$ cat src/hdl/ulaParams.svh
`ifndef ULA_PARAMS_SVH
`define ULA_PARAMS_SVH

//////////////////////////////////////////////////////////////////////
// Raster geometry in pixel clocks and lines
//////////////////////////////////////////////////////////////////////

`define H_TOTAL       448
`define V_TOTAL       312
`define H_PIXEL_END   255
`define V_PIXEL_END   191
`define H_SYNC_BEGIN  344
`define H_SYNC_END    375
`define V_SYNC_BEGIN  248
`define V_SYNC_END    251

// Frame interrupt length, 32 T-states
`define INT_WIDTH     64

//////////////////////////////////////////////////////////////////////
// CPU port addresses
//////////////////////////////////////////////////////////////////////

`define TIMEX_PORT    8'hFF
`define ULAPLUS_ADDR  16'hBF3B
`define ULAPLUS_DATA  16'hFF3B

// Flash counter bit, toggles every 16 frames
`define FLASH_BIT     4

// Red border out of reset
`define BORDER_RESET  3'b010

`endif

$ cat src/hdl/ulaPkg.sv
package ulaPkg;

   // Plain widths with a meaning
   typedef logic [8:0]  hCount_t;
   typedef logic [8:0]  vCount_t;
   typedef logic [13:0] vramAddr_t;
   typedef logic [7:0]  byte_t;
   typedef logic [15:0] cpuAddr_t;
   typedef logic [8:0]  rgb9_t;
   typedef logic [5:0]  paletteIdx_t;

   // Z80 strobe bus as seen by the ULA
   typedef struct packed {
      cpuAddr_t addr;
      byte_t    dataIn;
      logic     mreqN;
      logic     iorqN;
      logic     rdN;
      logic     wrN;
   } cpuBus_t;

   typedef struct packed {
      hCount_t hc;
      vCount_t vc;
   } rasterPos_t;

   // Per-cycle strobes from the fetch sequencer
   typedef struct packed {
      logic serializerLoad;
      logic attrOutputLoad;
      logic borderPaper;
      logic bitmapAddr;
      logic attrAddr;
   } fetchCtl_t;

   typedef struct packed {
      logic [2:0] border;
      logic       screenPage;
      logic       hiColour;
      logic [6:0] paletteReg;
      logic       ulaplusEnabled;
   } ulaConfig_t;

   typedef struct packed {
      rgb9_t rgb;
      logic  hSync;
      logic  vSync;
   } videoOut_t;

   typedef enum logic [2:0] {
      Idle,
      ContendMem,
      ReleaseMem,
      ContendIo,
      ReleaseIo
   } contState_t;

endpackage

$ cat src/hdl/rasterCounters.sv
`include "ulaParams.svh"

module rasterCounters (
   input  logic               clk7,
   input  logic               rst_n,
   output ulaPkg::rasterPos_t pos,
   output logic               frameStart,
   output logic               intN,
   output logic               hSync,
   output logic               vSync
);
   import ulaPkg::*;

   hCount_t hc;
   vCount_t vc;
   logic    lineEnd;

   assign lineEnd = (hc == `H_TOTAL - 1);

   always_ff @(posedge clk7) begin
      if (!rst_n) begin
         hc <= '0;
         vc <= '0;
      end else begin
         hc <= lineEnd ? '0 : hc + 1'b1;
         if (lineEnd) begin
            vc <= (vc == `V_TOTAL - 1) ? '0 : vc + 1'b1;
         end
      end
   end

   assign pos.hc = hc;
   assign pos.vc = vc;

   // Start of vertical retrace drives the flash counter
   assign frameStart = (vc == `V_SYNC_BEGIN) && (hc == 0);
   assign intN = !((vc == `V_SYNC_BEGIN) && (hc < `INT_WIDTH));

   assign hSync = (hc >= `H_SYNC_BEGIN) && (hc <= `H_SYNC_END);
   assign vSync = (vc >= `V_SYNC_BEGIN) && (vc <= `V_SYNC_END);

   // Counters stay inside the raster
   hcRange: assert property (@(posedge clk7) disable iff (!rst_n)
      (hc < `H_TOTAL) && (vc < `V_TOTAL));

endmodule

$ cat src/hdl/vramFetch.sv
`include "ulaParams.svh"

module vramFetch (
   input  logic               clk7,
   input  logic               rst_n,
   input  ulaPkg::rasterPos_t pos,
   input  ulaPkg::ulaConfig_t cfg,
   input  ulaPkg::byte_t      vramData,
   output ulaPkg::fetchCtl_t  ctl,
   output ulaPkg::vramAddr_t  vramAddr,
   output ulaPkg::byte_t      bitmapData,
   output ulaPkg::byte_t      attrData
);
   import ulaPkg::*;

   logic        inPaper;
   logic [3:0]  slot;
   logic [4:0]  colLatch;
   logic [12:0] lineOffset;

   // Paper fetch window runs 8 clocks ahead of the displayed pixels
   assign inPaper = (pos.hc >= 9'd8) && (pos.hc <= `H_PIXEL_END + 8) &&
                    (pos.vc <= `V_PIXEL_END);
   assign slot = pos.hc[3:0];

   //////////////////////////////////////////////////////////////////////
   // Fetch sequence, bitmap at 8/9 and 12/13, attribute at 10/11 and 14/15
   //////////////////////////////////////////////////////////////////////

   always_comb begin
      ctl.serializerLoad = inPaper && (pos.hc[2:0] == 3'd4);
      ctl.attrOutputLoad = (pos.hc[2:0] == 3'd4);
      ctl.borderPaper    = inPaper;
      ctl.bitmapAddr     = inPaper && slot[3] && !slot[1];
      ctl.attrAddr       = inPaper && slot[3] && slot[1];
   end

   // Column for the next two fetch pairs
   always_ff @(posedge clk7) begin
      if (!rst_n) begin
         colLatch <= '0;
      end else if (pos.hc[2:0] == 3'd3) begin
         colLatch <= pos.hc[7:3];
      end
   end

   // Thirds, pixel row, character row, column
   assign lineOffset = {pos.vc[7:6], pos.vc[2:0], pos.vc[5:3], colLatch};

   always_comb begin
      if (ctl.bitmapAddr) begin
         vramAddr = {cfg.screenPage, lineOffset};
      end else if (ctl.attrAddr) begin
         if (cfg.hiColour) begin
            vramAddr = {1'b1, lineOffset};
         end else begin
            vramAddr = {cfg.screenPage, 3'b110, pos.vc[7:3], colLatch};
         end
      end else begin
         vramAddr = '0;
      end
   end

   // Data is sampled on the second cycle of each address
   always_ff @(posedge clk7) begin
      if (ctl.bitmapAddr && slot[0]) begin
         bitmapData <= vramData;
      end
      if (ctl.attrAddr && slot[0]) begin
         attrData <= vramData;
      end
   end

   // Attribute fetch always follows its bitmap fetch by two clocks
   fetchOrder: assert property (@(posedge clk7) disable iff (!rst_n)
      ctl.attrAddr |-> !ctl.bitmapAddr && $past(ctl.bitmapAddr, 2));

endmodule

$ cat src/hdl/paletteLut.sv
module paletteLut (
   input  logic                clk7,
   input  logic                rst_n,
   input  logic                we,
   input  ulaPkg::paletteIdx_t wrIdx,
   input  ulaPkg::byte_t       wrData,
   input  ulaPkg::paletteIdx_t paperIdx,
   input  ulaPkg::paletteIdx_t inkIdx,
   input  ulaPkg::paletteIdx_t cpuIdx,
   output ulaPkg::byte_t       paperData,
   output ulaPkg::byte_t       inkData,
   output ulaPkg::byte_t       cpuData
);
   import ulaPkg::*;

   byte_t       mem [0:63];
   paletteIdx_t clearIdx;
   logic        clearing;
   logic        memWe;
   paletteIdx_t memIdx;
   byte_t       memData;

   // Clear sweep after reset, one entry per clock
   always_ff @(posedge clk7) begin
      if (!rst_n) begin
         clearIdx <= '0;
         clearing <= 1'b1;
      end else if (clearing) begin
         clearIdx <= clearIdx + 1'b1;
         clearing <= (clearIdx != 6'd63);
      end
   end

   assign memWe   = clearing || we;
   assign memIdx  = clearing ? clearIdx : wrIdx;
   assign memData = clearing ? 8'h00 : wrData;

   always_ff @(posedge clk7) begin
      if (memWe) begin
         mem[memIdx] <= memData;
      end
      paperData <= mem[paperIdx];
      inkData   <= mem[inkIdx];
      cpuData   <= mem[cpuIdx];
   end

endmodule

$ cat src/hdl/pixelPipeline.sv
`include "ulaParams.svh"

module pixelPipeline (
   input  logic                clk7,
   input  logic                rst_n,
   input  logic                frameStart,
   input  logic                hSync,
   input  logic                vSync,
   input  ulaPkg::fetchCtl_t   ctl,
   input  ulaPkg::ulaConfig_t  cfg,
   input  ulaPkg::byte_t       bitmapData,
   input  ulaPkg::byte_t       attrData,
   input  ulaPkg::byte_t       paperData,
   input  ulaPkg::byte_t       inkData,
   output ulaPkg::paletteIdx_t paperIdx,
   output ulaPkg::paletteIdx_t inkIdx,
   output ulaPkg::videoOut_t   video
);
   import ulaPkg::*;

   byte_t       serializer;
   byte_t       attrIn;
   byte_t       attrOut;
   byte_t       attrNow;
   byte_t       plusColour;
   logic        pixelNow;
   logic        pixelFlash;
   logic        pixelReg;
   logic        plusReg;
   logic [4:0]  flashCount;
   logic [12:0] hSyncDly;
   logic [12:0] vSyncDly;
   rgb9_t       stdRgb;

   // IGRB to GGGRRRBBB, half level 101 and bright level 111
   function automatic rgb9_t stdColour(input logic [3:0] igrb);
      logic [2:0] level;
      level = igrb[3] ? 3'b111 : 3'b101;
      return {igrb[2] ? level : 3'b000, igrb[1] ? level : 3'b000,
              igrb[0] ? level : 3'b000};
   endfunction

   // Border colour goes in the paper field
   assign attrIn  = ctl.borderPaper ? attrData : {2'b00, cfg.border, 3'b000};
   assign attrNow = ctl.attrOutputLoad ? attrIn : attrOut;

   // First bit of a cell is taken straight from the data register
   assign pixelNow   = ctl.serializerLoad ? bitmapData[7] : serializer[7];
   assign pixelFlash = pixelNow ^ (attrNow[7] & flashCount[`FLASH_BIT]);

   // ULAplus palette slots for the current cell
   assign paperIdx = {attrNow[7:6], 1'b1, attrNow[5:3]};
   assign inkIdx   = {attrNow[7:6], 1'b0, attrNow[2:0]};

   always_ff @(posedge clk7) begin
      if (!rst_n) begin
         serializer <= '0;
         flashCount <= '0;
         hSyncDly   <= '0;
         vSyncDly   <= '0;
      end else begin
         serializer <= ctl.serializerLoad ? {bitmapData[6:0], 1'b0} : {serializer[6:0], 1'b0};
         if (frameStart) begin
            flashCount <= flashCount + 1'b1;
         end
         hSyncDly <= {hSyncDly[11:0], hSync};
         vSyncDly <= {vSyncDly[11:0], vSync};
      end
   end

   // Output stage, lines up with the palette read
   always_ff @(posedge clk7) begin
      if (ctl.attrOutputLoad) begin
         attrOut <= attrIn;
      end
      stdRgb   <= stdColour({attrNow[6], pixelFlash ? attrNow[2:0] : attrNow[5:3]});
      pixelReg <= pixelNow;
      plusReg  <= cfg.ulaplusEnabled;
   end

   assign plusColour = pixelReg ? inkData : paperData;

   // Blue B1 B0 widens to B1 B0 B1
   assign video.rgb   = plusReg ? {plusColour, plusColour[1]} : stdRgb;
   assign video.hSync = hSyncDly[12];
   assign video.vSync = vSyncDly[12];

endmodule

$ cat src/hdl/cpuPorts.sv
`include "ulaParams.svh"

module cpuPorts (
   input  logic               clk7,
   input  logic               rst_n,
   input  ulaPkg::cpuBus_t    bus,
   input  ulaPkg::fetchCtl_t  ctl,
   input  ulaPkg::byte_t      bitmapData,
   input  ulaPkg::byte_t      attrData,
   input  logic               ear,
   input  logic [4:0]         kbd,
   input  ulaPkg::byte_t      cpuData,
   output ulaPkg::ulaConfig_t cfg,
   output logic               paletteWe,
   output ulaPkg::byte_t      dataOut,
   output logic               mic,
   output logic               spk
);
   import ulaPkg::*;

   logic ioWrite;
   logic ioRead;
   logic isPlusAddr;
   logic isPlusData;

   assign ioWrite    = !bus.iorqN && !bus.wrN;
   assign ioRead     = !bus.iorqN && !bus.rdN;
   assign isPlusAddr = (bus.addr == `ULAPLUS_ADDR);
   assign isPlusData = (bus.addr == `ULAPLUS_DATA);

   //////////////////////////////////////////////////////////////////////
   // Port writes
   //////////////////////////////////////////////////////////////////////

   always_ff @(posedge clk7) begin
      if (!rst_n) begin
         cfg.border         <= `BORDER_RESET;
         cfg.screenPage     <= 1'b0;
         cfg.hiColour       <= 1'b0;
         cfg.paletteReg     <= '0;
         cfg.ulaplusEnabled <= 1'b0;
         mic                <= 1'b0;
         spk                <= 1'b0;
      end else if (ioWrite) begin
         if (!bus.addr[0]) begin
            cfg.border <= bus.dataIn[2:0];
            mic        <= bus.dataIn[3];
            spk        <= bus.dataIn[4];
         end else if (bus.addr[7:0] == `TIMEX_PORT) begin
            cfg.screenPage <= bus.dataIn[0];
            cfg.hiColour   <= bus.dataIn[1];
         end else if (isPlusAddr) begin
            cfg.paletteReg <= bus.dataIn[6:0];
         end else if (isPlusData && cfg.paletteReg[6]) begin
            cfg.ulaplusEnabled <= bus.dataIn[0];
         end
      end
   end

   // Group bit clear selects a palette entry
   assign paletteWe = ioWrite && isPlusData && !cfg.paletteReg[6];

   //////////////////////////////////////////////////////////////////////
   // Port reads and floating bus
   //////////////////////////////////////////////////////////////////////

   always_comb begin
      dataOut = 8'hFF;
      if (ioRead) begin
         if (!bus.addr[0]) begin
            dataOut = {1'b1, ear, 1'b1, kbd};
         end else if (isPlusAddr) begin
            dataOut = {1'b0, cfg.paletteReg};
         end else if (isPlusData) begin
            dataOut = cfg.paletteReg[6] ? {7'b0000000, cfg.ulaplusEnabled} : cpuData;
         end else if (ctl.bitmapAddr) begin
            dataOut = bitmapData;
         end else if (ctl.attrAddr) begin
            dataOut = attrData;
         end
      end
   end

endmodule

$ cat src/hdl/contention.sv
`include "ulaParams.svh"

module contention (
   input  logic               clk7,
   input  logic               rst_n,
   input  ulaPkg::rasterPos_t pos,
   input  ulaPkg::fetchCtl_t  ctl,
   input  ulaPkg::cpuBus_t    bus,
   output logic               cpuClk
);
   import ulaPkg::*;

   contState_t state;
   contState_t nextState;
   logic       waitWin;
   logic       stopClk;
   logic       memHit;
   logic       ioHit;

   // ULA owns VRAM for 12 of every 16 paper clocks
   assign waitWin = ctl.borderPaper && (pos.hc[3:0] >= 4'd4);
   assign memHit  = (bus.addr[15:14] == 2'b01);
   assign ioHit   = !bus.iorqN && (!bus.addr[0] || bus.addr == `ULAPLUS_ADDR ||
                                   bus.addr == `ULAPLUS_DATA);

   assign cpuClk = stopClk ? 1'b1 : pos.hc[0];

   always_ff @(posedge clk7) begin
      if (!rst_n) begin
         state <= Idle;
      end else begin
         state <= nextState;
      end
   end

   always_comb begin
      nextState = state;
      stopClk   = 1'b0;
      case (state)
         Idle: begin
            // Only stop on a high phase
            if (pos.hc[0] && waitWin) begin
               if (memHit) begin
                  stopClk   = 1'b1;
                  nextState = ContendMem;
               end else if (ioHit) begin
                  stopClk   = 1'b1;
                  nextState = ContendIo;
               end
            end
         end
         ContendMem: begin
            if (waitWin) begin
               stopClk = 1'b1;
            end else begin
               nextState = ReleaseMem;
            end
         end
         ReleaseMem: begin
            if (bus.mreqN) begin
               nextState = Idle;
            end
         end
         ContendIo: begin
            if (waitWin) begin
               stopClk = 1'b1;
            end else begin
               nextState = ReleaseIo;
            end
         end
         ReleaseIo: begin
            if (bus.iorqN) begin
               nextState = Idle;
            end
         end
         default: nextState = Idle;
      endcase
   end

   // Border and retrace lines never slow the CPU
   noBorderStop: assert property (@(posedge clk7) disable iff (!rst_n)
      (pos.vc > `V_PIXEL_END) |-> !stopClk);

endmodule

$ cat src/hdl/ulaTop.sv
module ulaTop (
   input  logic              clk7,
   input  logic              rst_n,
   input  ulaPkg::cpuBus_t   bus,
   input  ulaPkg::byte_t     vramData,
   input  logic              ear,
   input  logic [4:0]        kbd,
   output ulaPkg::byte_t     dataOut,
   output logic              cpuClk,
   output logic              intN,
   output ulaPkg::vramAddr_t vramAddr,
   output ulaPkg::videoOut_t video,
   output logic              mic,
   output logic              spk
);
   import ulaPkg::*;

   rasterPos_t  pos;
   fetchCtl_t   ctl;
   ulaConfig_t  cfg;
   logic        frameStart;
   logic        hSync;
   logic        vSync;
   logic        paletteWe;
   byte_t       bitmapData;
   byte_t       attrData;
   byte_t       paperData;
   byte_t       inkData;
   byte_t       cpuData;
   paletteIdx_t paperIdx;
   paletteIdx_t inkIdx;

   //////////////////////////////////////////////////////////////////////
   // Video side
   //////////////////////////////////////////////////////////////////////

   rasterCounters raster (.clk7(clk7), .rst_n(rst_n), .pos(pos), .frameStart(frameStart),
      .intN(intN), .hSync(hSync), .vSync(vSync));

   vramFetch fetch (.clk7(clk7), .rst_n(rst_n), .pos(pos), .cfg(cfg), .vramData(vramData),
      .ctl(ctl), .vramAddr(vramAddr), .bitmapData(bitmapData), .attrData(attrData));

   pixelPipeline pixels (.clk7(clk7), .rst_n(rst_n), .frameStart(frameStart), .hSync(hSync),
      .vSync(vSync), .ctl(ctl), .cfg(cfg), .bitmapData(bitmapData), .attrData(attrData),
      .paperData(paperData), .inkData(inkData), .paperIdx(paperIdx), .inkIdx(inkIdx),
      .video(video));

   // Palette index and write byte come from the ULAplus ports
   paletteLut palette (.clk7(clk7), .rst_n(rst_n), .we(paletteWe),
      .wrIdx(cfg.paletteReg[5:0]), .wrData(bus.dataIn), .paperIdx(paperIdx), .inkIdx(inkIdx),
      .cpuIdx(cfg.paletteReg[5:0]), .paperData(paperData), .inkData(inkData),
      .cpuData(cpuData));

   //////////////////////////////////////////////////////////////////////
   // CPU side
   //////////////////////////////////////////////////////////////////////

   cpuPorts ports (.clk7(clk7), .rst_n(rst_n), .bus(bus), .ctl(ctl), .bitmapData(bitmapData),
      .attrData(attrData), .ear(ear), .kbd(kbd), .cpuData(cpuData), .cfg(cfg),
      .paletteWe(paletteWe), .dataOut(dataOut), .mic(mic), .spk(spk));

   contention contend (.clk7(clk7), .rst_n(rst_n), .pos(pos), .ctl(ctl), .bus(bus),
      .cpuClk(cpuClk));

endmodule

$ cat config.mk
export PLATFORM = sky130hd
export DESIGN_NAME = ulaTop
export DESIGN_NICKNAME = d
export VERILOG_FILES = /design/src/hdl/ulaPkg.sv /design/src/hdl/rasterCounters.sv /design/src/hdl/vramFetch.sv /design/src/hdl/paletteLut.sv /design/src/hdl/pixelPipeline.sv /design/src/hdl/cpuPorts.sv /design/src/hdl/contention.sv /design/src/hdl/ulaTop.sv
export VERILOG_INCLUDE_DIRS = /design/src /design/src/hdl
export SDC_FILE = /design/constraint.sdc
export NUM_CORES = 1
export LEC_CHECK = 0
export ABC_CLOCK_PERIOD_IN_PS = 6460
export BUFFER_PORTS_ARGS = -buffer_cell sky130_fd_sc_hd__buf_2
export CAP_MARGIN = 20
export CORE_MARGIN = 3
export CORE_UTILIZATION = 35
export CTS_CLUSTER_DIAMETER = 200
export DETAILED_ROUTE_END_ITERATION = 10
export GPL_TIMING_DRIVEN = 0
export SYNTH_ARGS = -nofsm -noshare
export SYNTH_HDL_FRONTEND = slang
export SYNTH_SLANG_ARGS = --single-unit
$ cat constraint.sdc
create_clock -name clk7 -period 6.46 [get_ports clk7]
set_input_delay 0.646 -clock clk7 [delete_from_list [all_inputs] [get_ports clk7]]
set_output_delay 0.646 -clock clk7 [all_outputs]
set_load 0.05 [all_outputs]
# [Word level (Yosys, flattened, before mapping)]
# Memory sizes are Yosys's and may differ from the RTL's. A register that Yosys moved wholly into a read port is not among the register bits.
# Cells that the tools add are included.
[word_totals] regBits=122 mem_bits_rw=512 elab_cells=142 n_memories=1
[mem_list] memory="palette.mem" words=64 word_bits=8 read_ports=3 rd_clocked_by_memory_dff=3 wr=1 line_no="paletteLut.sv:16" source="byte_t mem [0:63];"
[classes] n_addsub=4 order_cmp=9 eq_ne=20 mux=38 n_bitwise=6 reduce_logical=39
[op_table] cell="$mux W8" n=12
[op_table] cell="$mux W14" n=3
[op_table] cell="$eq A16 B16 Y1 const B" n=2
[op_table] cell="$mux W3" n=8
[op_table] cell="$logic_and A1 B1 Y1" n=20
[op_table] cell="$add A9 B1 Y9 const B" n=2
[op_table] cell="$eq A9 B9 Y1 const B" n=2
[op_table] cell="$le A9 B8 Y1 const B" n=2
[op_table] cell="$le A9 B9 Y1 const B" n=2
[op_table] cell="$mux W9" n=2
[op_table] cell="$pmux W3 S5" n=1
[op_table] cell="$eq A3 B2 Y1 const B" n=3
[op_table] cell="$eq A9 B8 Y1 const B" n=1
[op_table] cell="$ge A9 B4 Y1 const B" n=1
[op_table] cell="$ge A9 B8 Y1 const B" n=1
[op_table] cell="$ge A9 B9 Y1 const B" n=1
[op_table] cell="$logic_not A9 Y1" n=1
[op_table] cell="$lt A9 B7 Y1 const B" n=1
[op_table] cell="$mux W1" n=9
[op_table] cell="$eq A8 B8 Y1 const B" n=1
[op_table] cell="$ne A2 B2 Y1 const B" n=4
[op_table] cell="$logic_not A1 Y1" n=7
[op_table] cell="$add A6 B1 Y6 const B" n=1
[op_table] cell="$eq A3 B3 Y1 const B" n=2
[op_table] cell="21 further kinds" n=27

# [Depth between registers and ports, before layout]
[logic_depth] depth_word=11 depth_mapped=14

# [Cells and area by module]
# A second synthesis with hierarchy kept.
[unflattened] cells_unflattened=2156 area_unflattened_um2=34290.4
[modules_own_cells] module="paletteLut" n_inst=1 cells_each=1619 area_each_um2=29134.2 seq_area_each_um2=15995.3
[modules_own_cells] module="pixelPipeline" n_inst=1 cells_each=192 area_each_um2=2028.2 seq_area_each_um2=1081.0
[modules_own_cells] module="cpuPorts" n_inst=1 cells_each=127 area_each_um2=994.7 seq_area_each_um2=300.3
[modules_own_cells] module="rasterCounters" n_inst=1 cells_each=117 area_each_um2=977.2 seq_area_each_um2=360.3
[modules_own_cells] module="vramFetch" n_inst=1 cells_each=69 area_each_um2=889.6 seq_area_each_um2=580.6
[modules_own_cells] module="contention" n_inst=1 cells_each=32 area_each_um2=266.5 seq_area_each_um2=60.1

# [Worst setup path before layout]
# Ideal clock, no wire load.
[synth_path] path_kind="register to output" startpoint="reg raster.vc[0]" endpoint="out dataOut[4]" arrival_time_ps=3621 required_time_ps=5814 setup_slack_ps=2193 stages_incl_launch_ff=9 n_path_buf=1 cell_sequence="dfxtp_1 ha_1 or3b_1 o31ai_4 a21oi_1 clkbuf_1 nand2_1 a2111oi_0 o311ai_0"
[synth_between] elab_chain_len=10 word_cells_on_any_way=11 classes_between="1 x order compare; 6 x mux; 4 x reduce/logical"
[synth_rtl] item="start: declaration" line_no="rasterCounters.sv:15" source="vCount_t vc;"
[synth_rtl] item="start signal: assignment" line_no="rasterCounters.sv:27" source="vc <= (vc == `V_TOTAL - 1) ? '0 : vc + 1'b1;"
[synth_rtl] item="$le A9 B8 Y1 (no line) *"
[synth_rtl] item="$logic_and A1 B1 Y1 *" line_no="vramFetch.sv:22" source="assign inPaper = (pos.hc >= 9'd8) && (pos.hc <= `H_PIXEL_END + 8) &&"
[synth_rtl] item="$logic_and A1 B1 Y1 *" line_no="vramFetch.sv:34, vramFetch.sv:35"
[synth_rtl] item="$logic_and A1 B1 Y1" line_no="vramFetch.sv:35" source="ctl.attrAddr = inPaper && slot[3] && slot[1];"
[synth_rtl] item="$mux W8" line_no="cpuPorts.sv:78" source="end else if (ctl.attrAddr) begin"
[synth_rtl] item="$mux W8 *" line_no="cpuPorts.sv:76" source="end else if (ctl.bitmapAddr) begin"
[synth_rtl] item="$mux W8 *" line_no="cpuPorts.sv:74" source="end else if (isPlusData) begin"
[synth_rtl] item="$mux W8 *" line_no="cpuPorts.sv:72" source="end else if (isPlusAddr) begin"
[synth_rtl] item="$mux W8 *" line_no="cpuPorts.sv:70" source="if (!bus.addr[0]) begin"
[synth_rtl] item="$mux W8 *" line_no="cpuPorts.sv:69" source="if (ioRead) begin"
[synth_rtl] item="end: declaration" line_no="ulaTop.sv:8" source="output ulaPkg::byte_t dataOut,"
# Mark *: on every way between the ends. The rest lies on a longest branch, timed or not.

# [Final worst setup path]
[layout_path] startpoint="reg ports.cfg[1] (netlist name)" endpoint="mem palette.mem[9][4] (netlist bit) (enable)"
[layout_between] elab_chain_len=1
[layout_rtl] item="$mux W6" line_no="paletteLut.sv:35" source="assign memIdx = clearing ? clearIdx : wrIdx;"
[layout_rtl] item="end: declaration" line_no="paletteLut.sv:16"
# No other way between the ends.

==> metrics.cfg <==
[die]
coreArea_mm2 = 0.0844
start_util_pct = 35.6
dieHeight_um = 299
dieArea_mm2 = 0.0893
fp.dieW_um = 299
rows = 106
ios = 81

[placed_design]
io_buffers = 80
gp_congestion = 0.968
dp.final_hpwl_um = 77000

[layout]
drive_gt1_share_pct = 18.6
fin_nets = 2447
fillers = 7865
final-seq-area_mm2 = 0.0184
syn2layout_area_growth_pct = 15.3
multi_input_area_mm2 = 0.0110
final_util_pct = 41.0

[clocking]
cts_tree = done
cts.path.max_buffers = 3
cts_buffers = 71
insertion_delay_ps = 640
cts_resized = 0
htree_levels = 3
post_cts_buffers = 0
clock-sinks = 654
ctsHoldBuffers = 0
clk_pin_slew_ps = 60
cts-root-buf = clkbuf_16

[sta]
fmax_ghz = 0.183
setup_violations = 0
fin_tns_setup_ps = 0
rsz0062_at_grt = no
min_period_over_period_pct = 84.6
slew_headroom_pct = 22.6
slew_violations = 0
tightest_slew_ps = 1150
post-route-min-period_ps = 5470
hold_viol_final = 0
finalClockSkew_ps = 35.8

[grt]
use_met2_pct = 34.9
grt_busiest_layer = met2
antenna_found_initial = 2
globalRouteOverflowTotal = 0
grtUsageTotal_pct = 23.0
grt.met3_usage_pct = 5.98
grt_max_degree = 41
grt_pass1_wl_um = 149000
grt_pass1_vias = 20932
grtUsageMet1_pct = 31.3

[job]
cap_viol_max_count = 0

[logic_synthesis]
yosysUniqueCellTypes = 73
ys.flop_type = edfxtp_1
ys_seq_area_share_pct = 61.2
yosys_register_bits = 654
yosysTopAreaCell = edfxtp_1
ys_warn_count = 0
synth_nets = 2269
synth_area_mm2 = 0.0300
netlist_top_cells_count = 528 x edfxtp_1, 401 x nand2_1, 168 x mux4_2, 126 x dfxtp_1, 114 x nor2_1
synth_edf_count = 528
synthMostInstantiatedCell = edfxtp_1
syn-instance-count = 2218
yosys.area.top_type_share_pct = 52.8
avgSynthCellArea_um2 = 13.5
synthArstFlopShare_pct = 0
synth_area_leaders = edfxtp_1 53%, mux4_2 13%, dfxtp_1 8.4%

[drt]
viasPerCell = 6.03
wl_per_cell_um = 29.2
drtIter0Drc = 3042
drt-total-wl_um = 105000
drcViolationCount = 0
ant_nets = 0
dr.pass1.iters = 6
vias = 21631

[worst_setup_path]
setup.worst_path.end_class = flop
crit_arrival_ps = 5710
crit_required_ps = 6700
startpoint_type = flop
critPathMaxFanout = 10
path_class = reg2reg

[power_and_ir_drop]
p_leak_nw = 11.3
p_per_area_mw_per_mm2 = 281
ir_worst_vdd_v = 0.000235

[outcome]
status = complete, no violations

[hold_path]
hold_class = in2reg

[layout make-up]
class	count	share of cell area, %
multi-input combinational	1393	31.7
tap	1134	4.10
buffer	151	1.86
clock buffer	93	5.63
sequential	654	53.1
inverter	20	0.217
antenna	1	0.00723
clock inverter	38	1.10
timing repair buffer	105	2.25
[logic make-up after synthesis]
| kind of cell | Yosys count | synth area share (%) |
|---|---|---|
| mux | 266 | 15.9 |
| xor+xnor | 19 | 0.554 |
| simple gates | 804 | 12.2 |
| buf+inv | 171 | 2.40 |
| flops | 654 | 61.2 |
| fa+ha+maj | 7 | 0.292 |
| compound gates | 297 | 7.41 |
[layout by cell type (no fill, tap or decap), types with 74 or more instances in the layout]
cell type / count
clkbuf_16: 74
clkbuf_1: 97
mux4_2: 168
buf_2: 122
nand3_1: 86
dfxtp_1: 126
nor2_1: 114
mux2i_1: 92
nand2_1: 401
edfxtp_1: 528
[power breakdown]
group | switching (mW) | leakage, nW | internal [mW] | total (mW)
sequential | 0.0439 | 5.93 | 4.57 | 4.61
clock | 1.74 | 1.14 | 2.35 | 4.10
combinational | 0.744 | 4.19 | 0.274 | 1.02
total | 2.53 | 11.3 | 7.19 | 9.73
[flip-flops by register name, summed over array words and instances (netlist names), 6 cells and up]
register,count
pixels.serializer,7
raster.hc,9
palette.clearIdx,6
fetch.attrData,8
pixels.hSyncDly,13
palette.mem,512
pixels.vSyncDly,13
palette.inkData,8
pixels.attrOut,8
palette.paperData,8
pixels.stdRgb,6
fetch.bitmapData,8
raster.vc,9
ports.cfg,13
palette.cpuData,8
[per-layer routing]
| layer | wire length [um] | part of all wire (%) |
|---|---|---|
| met1 | 40400 | 39 |
| met2 | 46300 | 44 |
| met3 | 12800 | 12 |
| met4 | 5140 | 4.9 |
| met5 | 7 | 0.0067 |
[final timing paths]
check	end	startpoint	cells after the start	slack (ps)
worst min-delay path	fetch.bitmapData[6]	vramData[6]	1	230
worst max-delay path	palette.mem[9][4]	ports.cfg[1]	8	990
worst min register to register	pixels.plusReg	ports.cfg[0]	0	400
worst max register to register	palette.mem[9][4]	ports.cfg[1]	8	990
[per-stage QoR]
| stage | hold WS, ps | power (mW) | std cells | area (um^2) | setup WS [ps] |
|---|---|---|---|---|---|
| 6_report | 228 | 9.73 | 3589 | 34600 | 995 |
| 5_1_grt | 215 | 9.97 | 3588 | 34600 | 1020 |
| 4_1_cts | 202 | 9.72 | 3582 | 34500 | 1190 |
| 3_5_place_dp | 381 | 5.66 | 3451 | 32200 | 1210 |
| 3_3_place_gp | 378 | 5.65 | 3432 | 31800 | 360 |
| 2_1_floorplan | 350 | 5.24 | 2218 | 30000 | 2190 |
[critical path: stages (launching register included)]
cell	delay, ps
dfxtp_1	320
clkbuf_1	400
buf_1	560
buf_8	250
buf_1	780
clkbuf_1	770
a32o_1	410
nand2_1	520
nor2_1	1030
No activity file was read; power rests on OpenSTA's default activity.
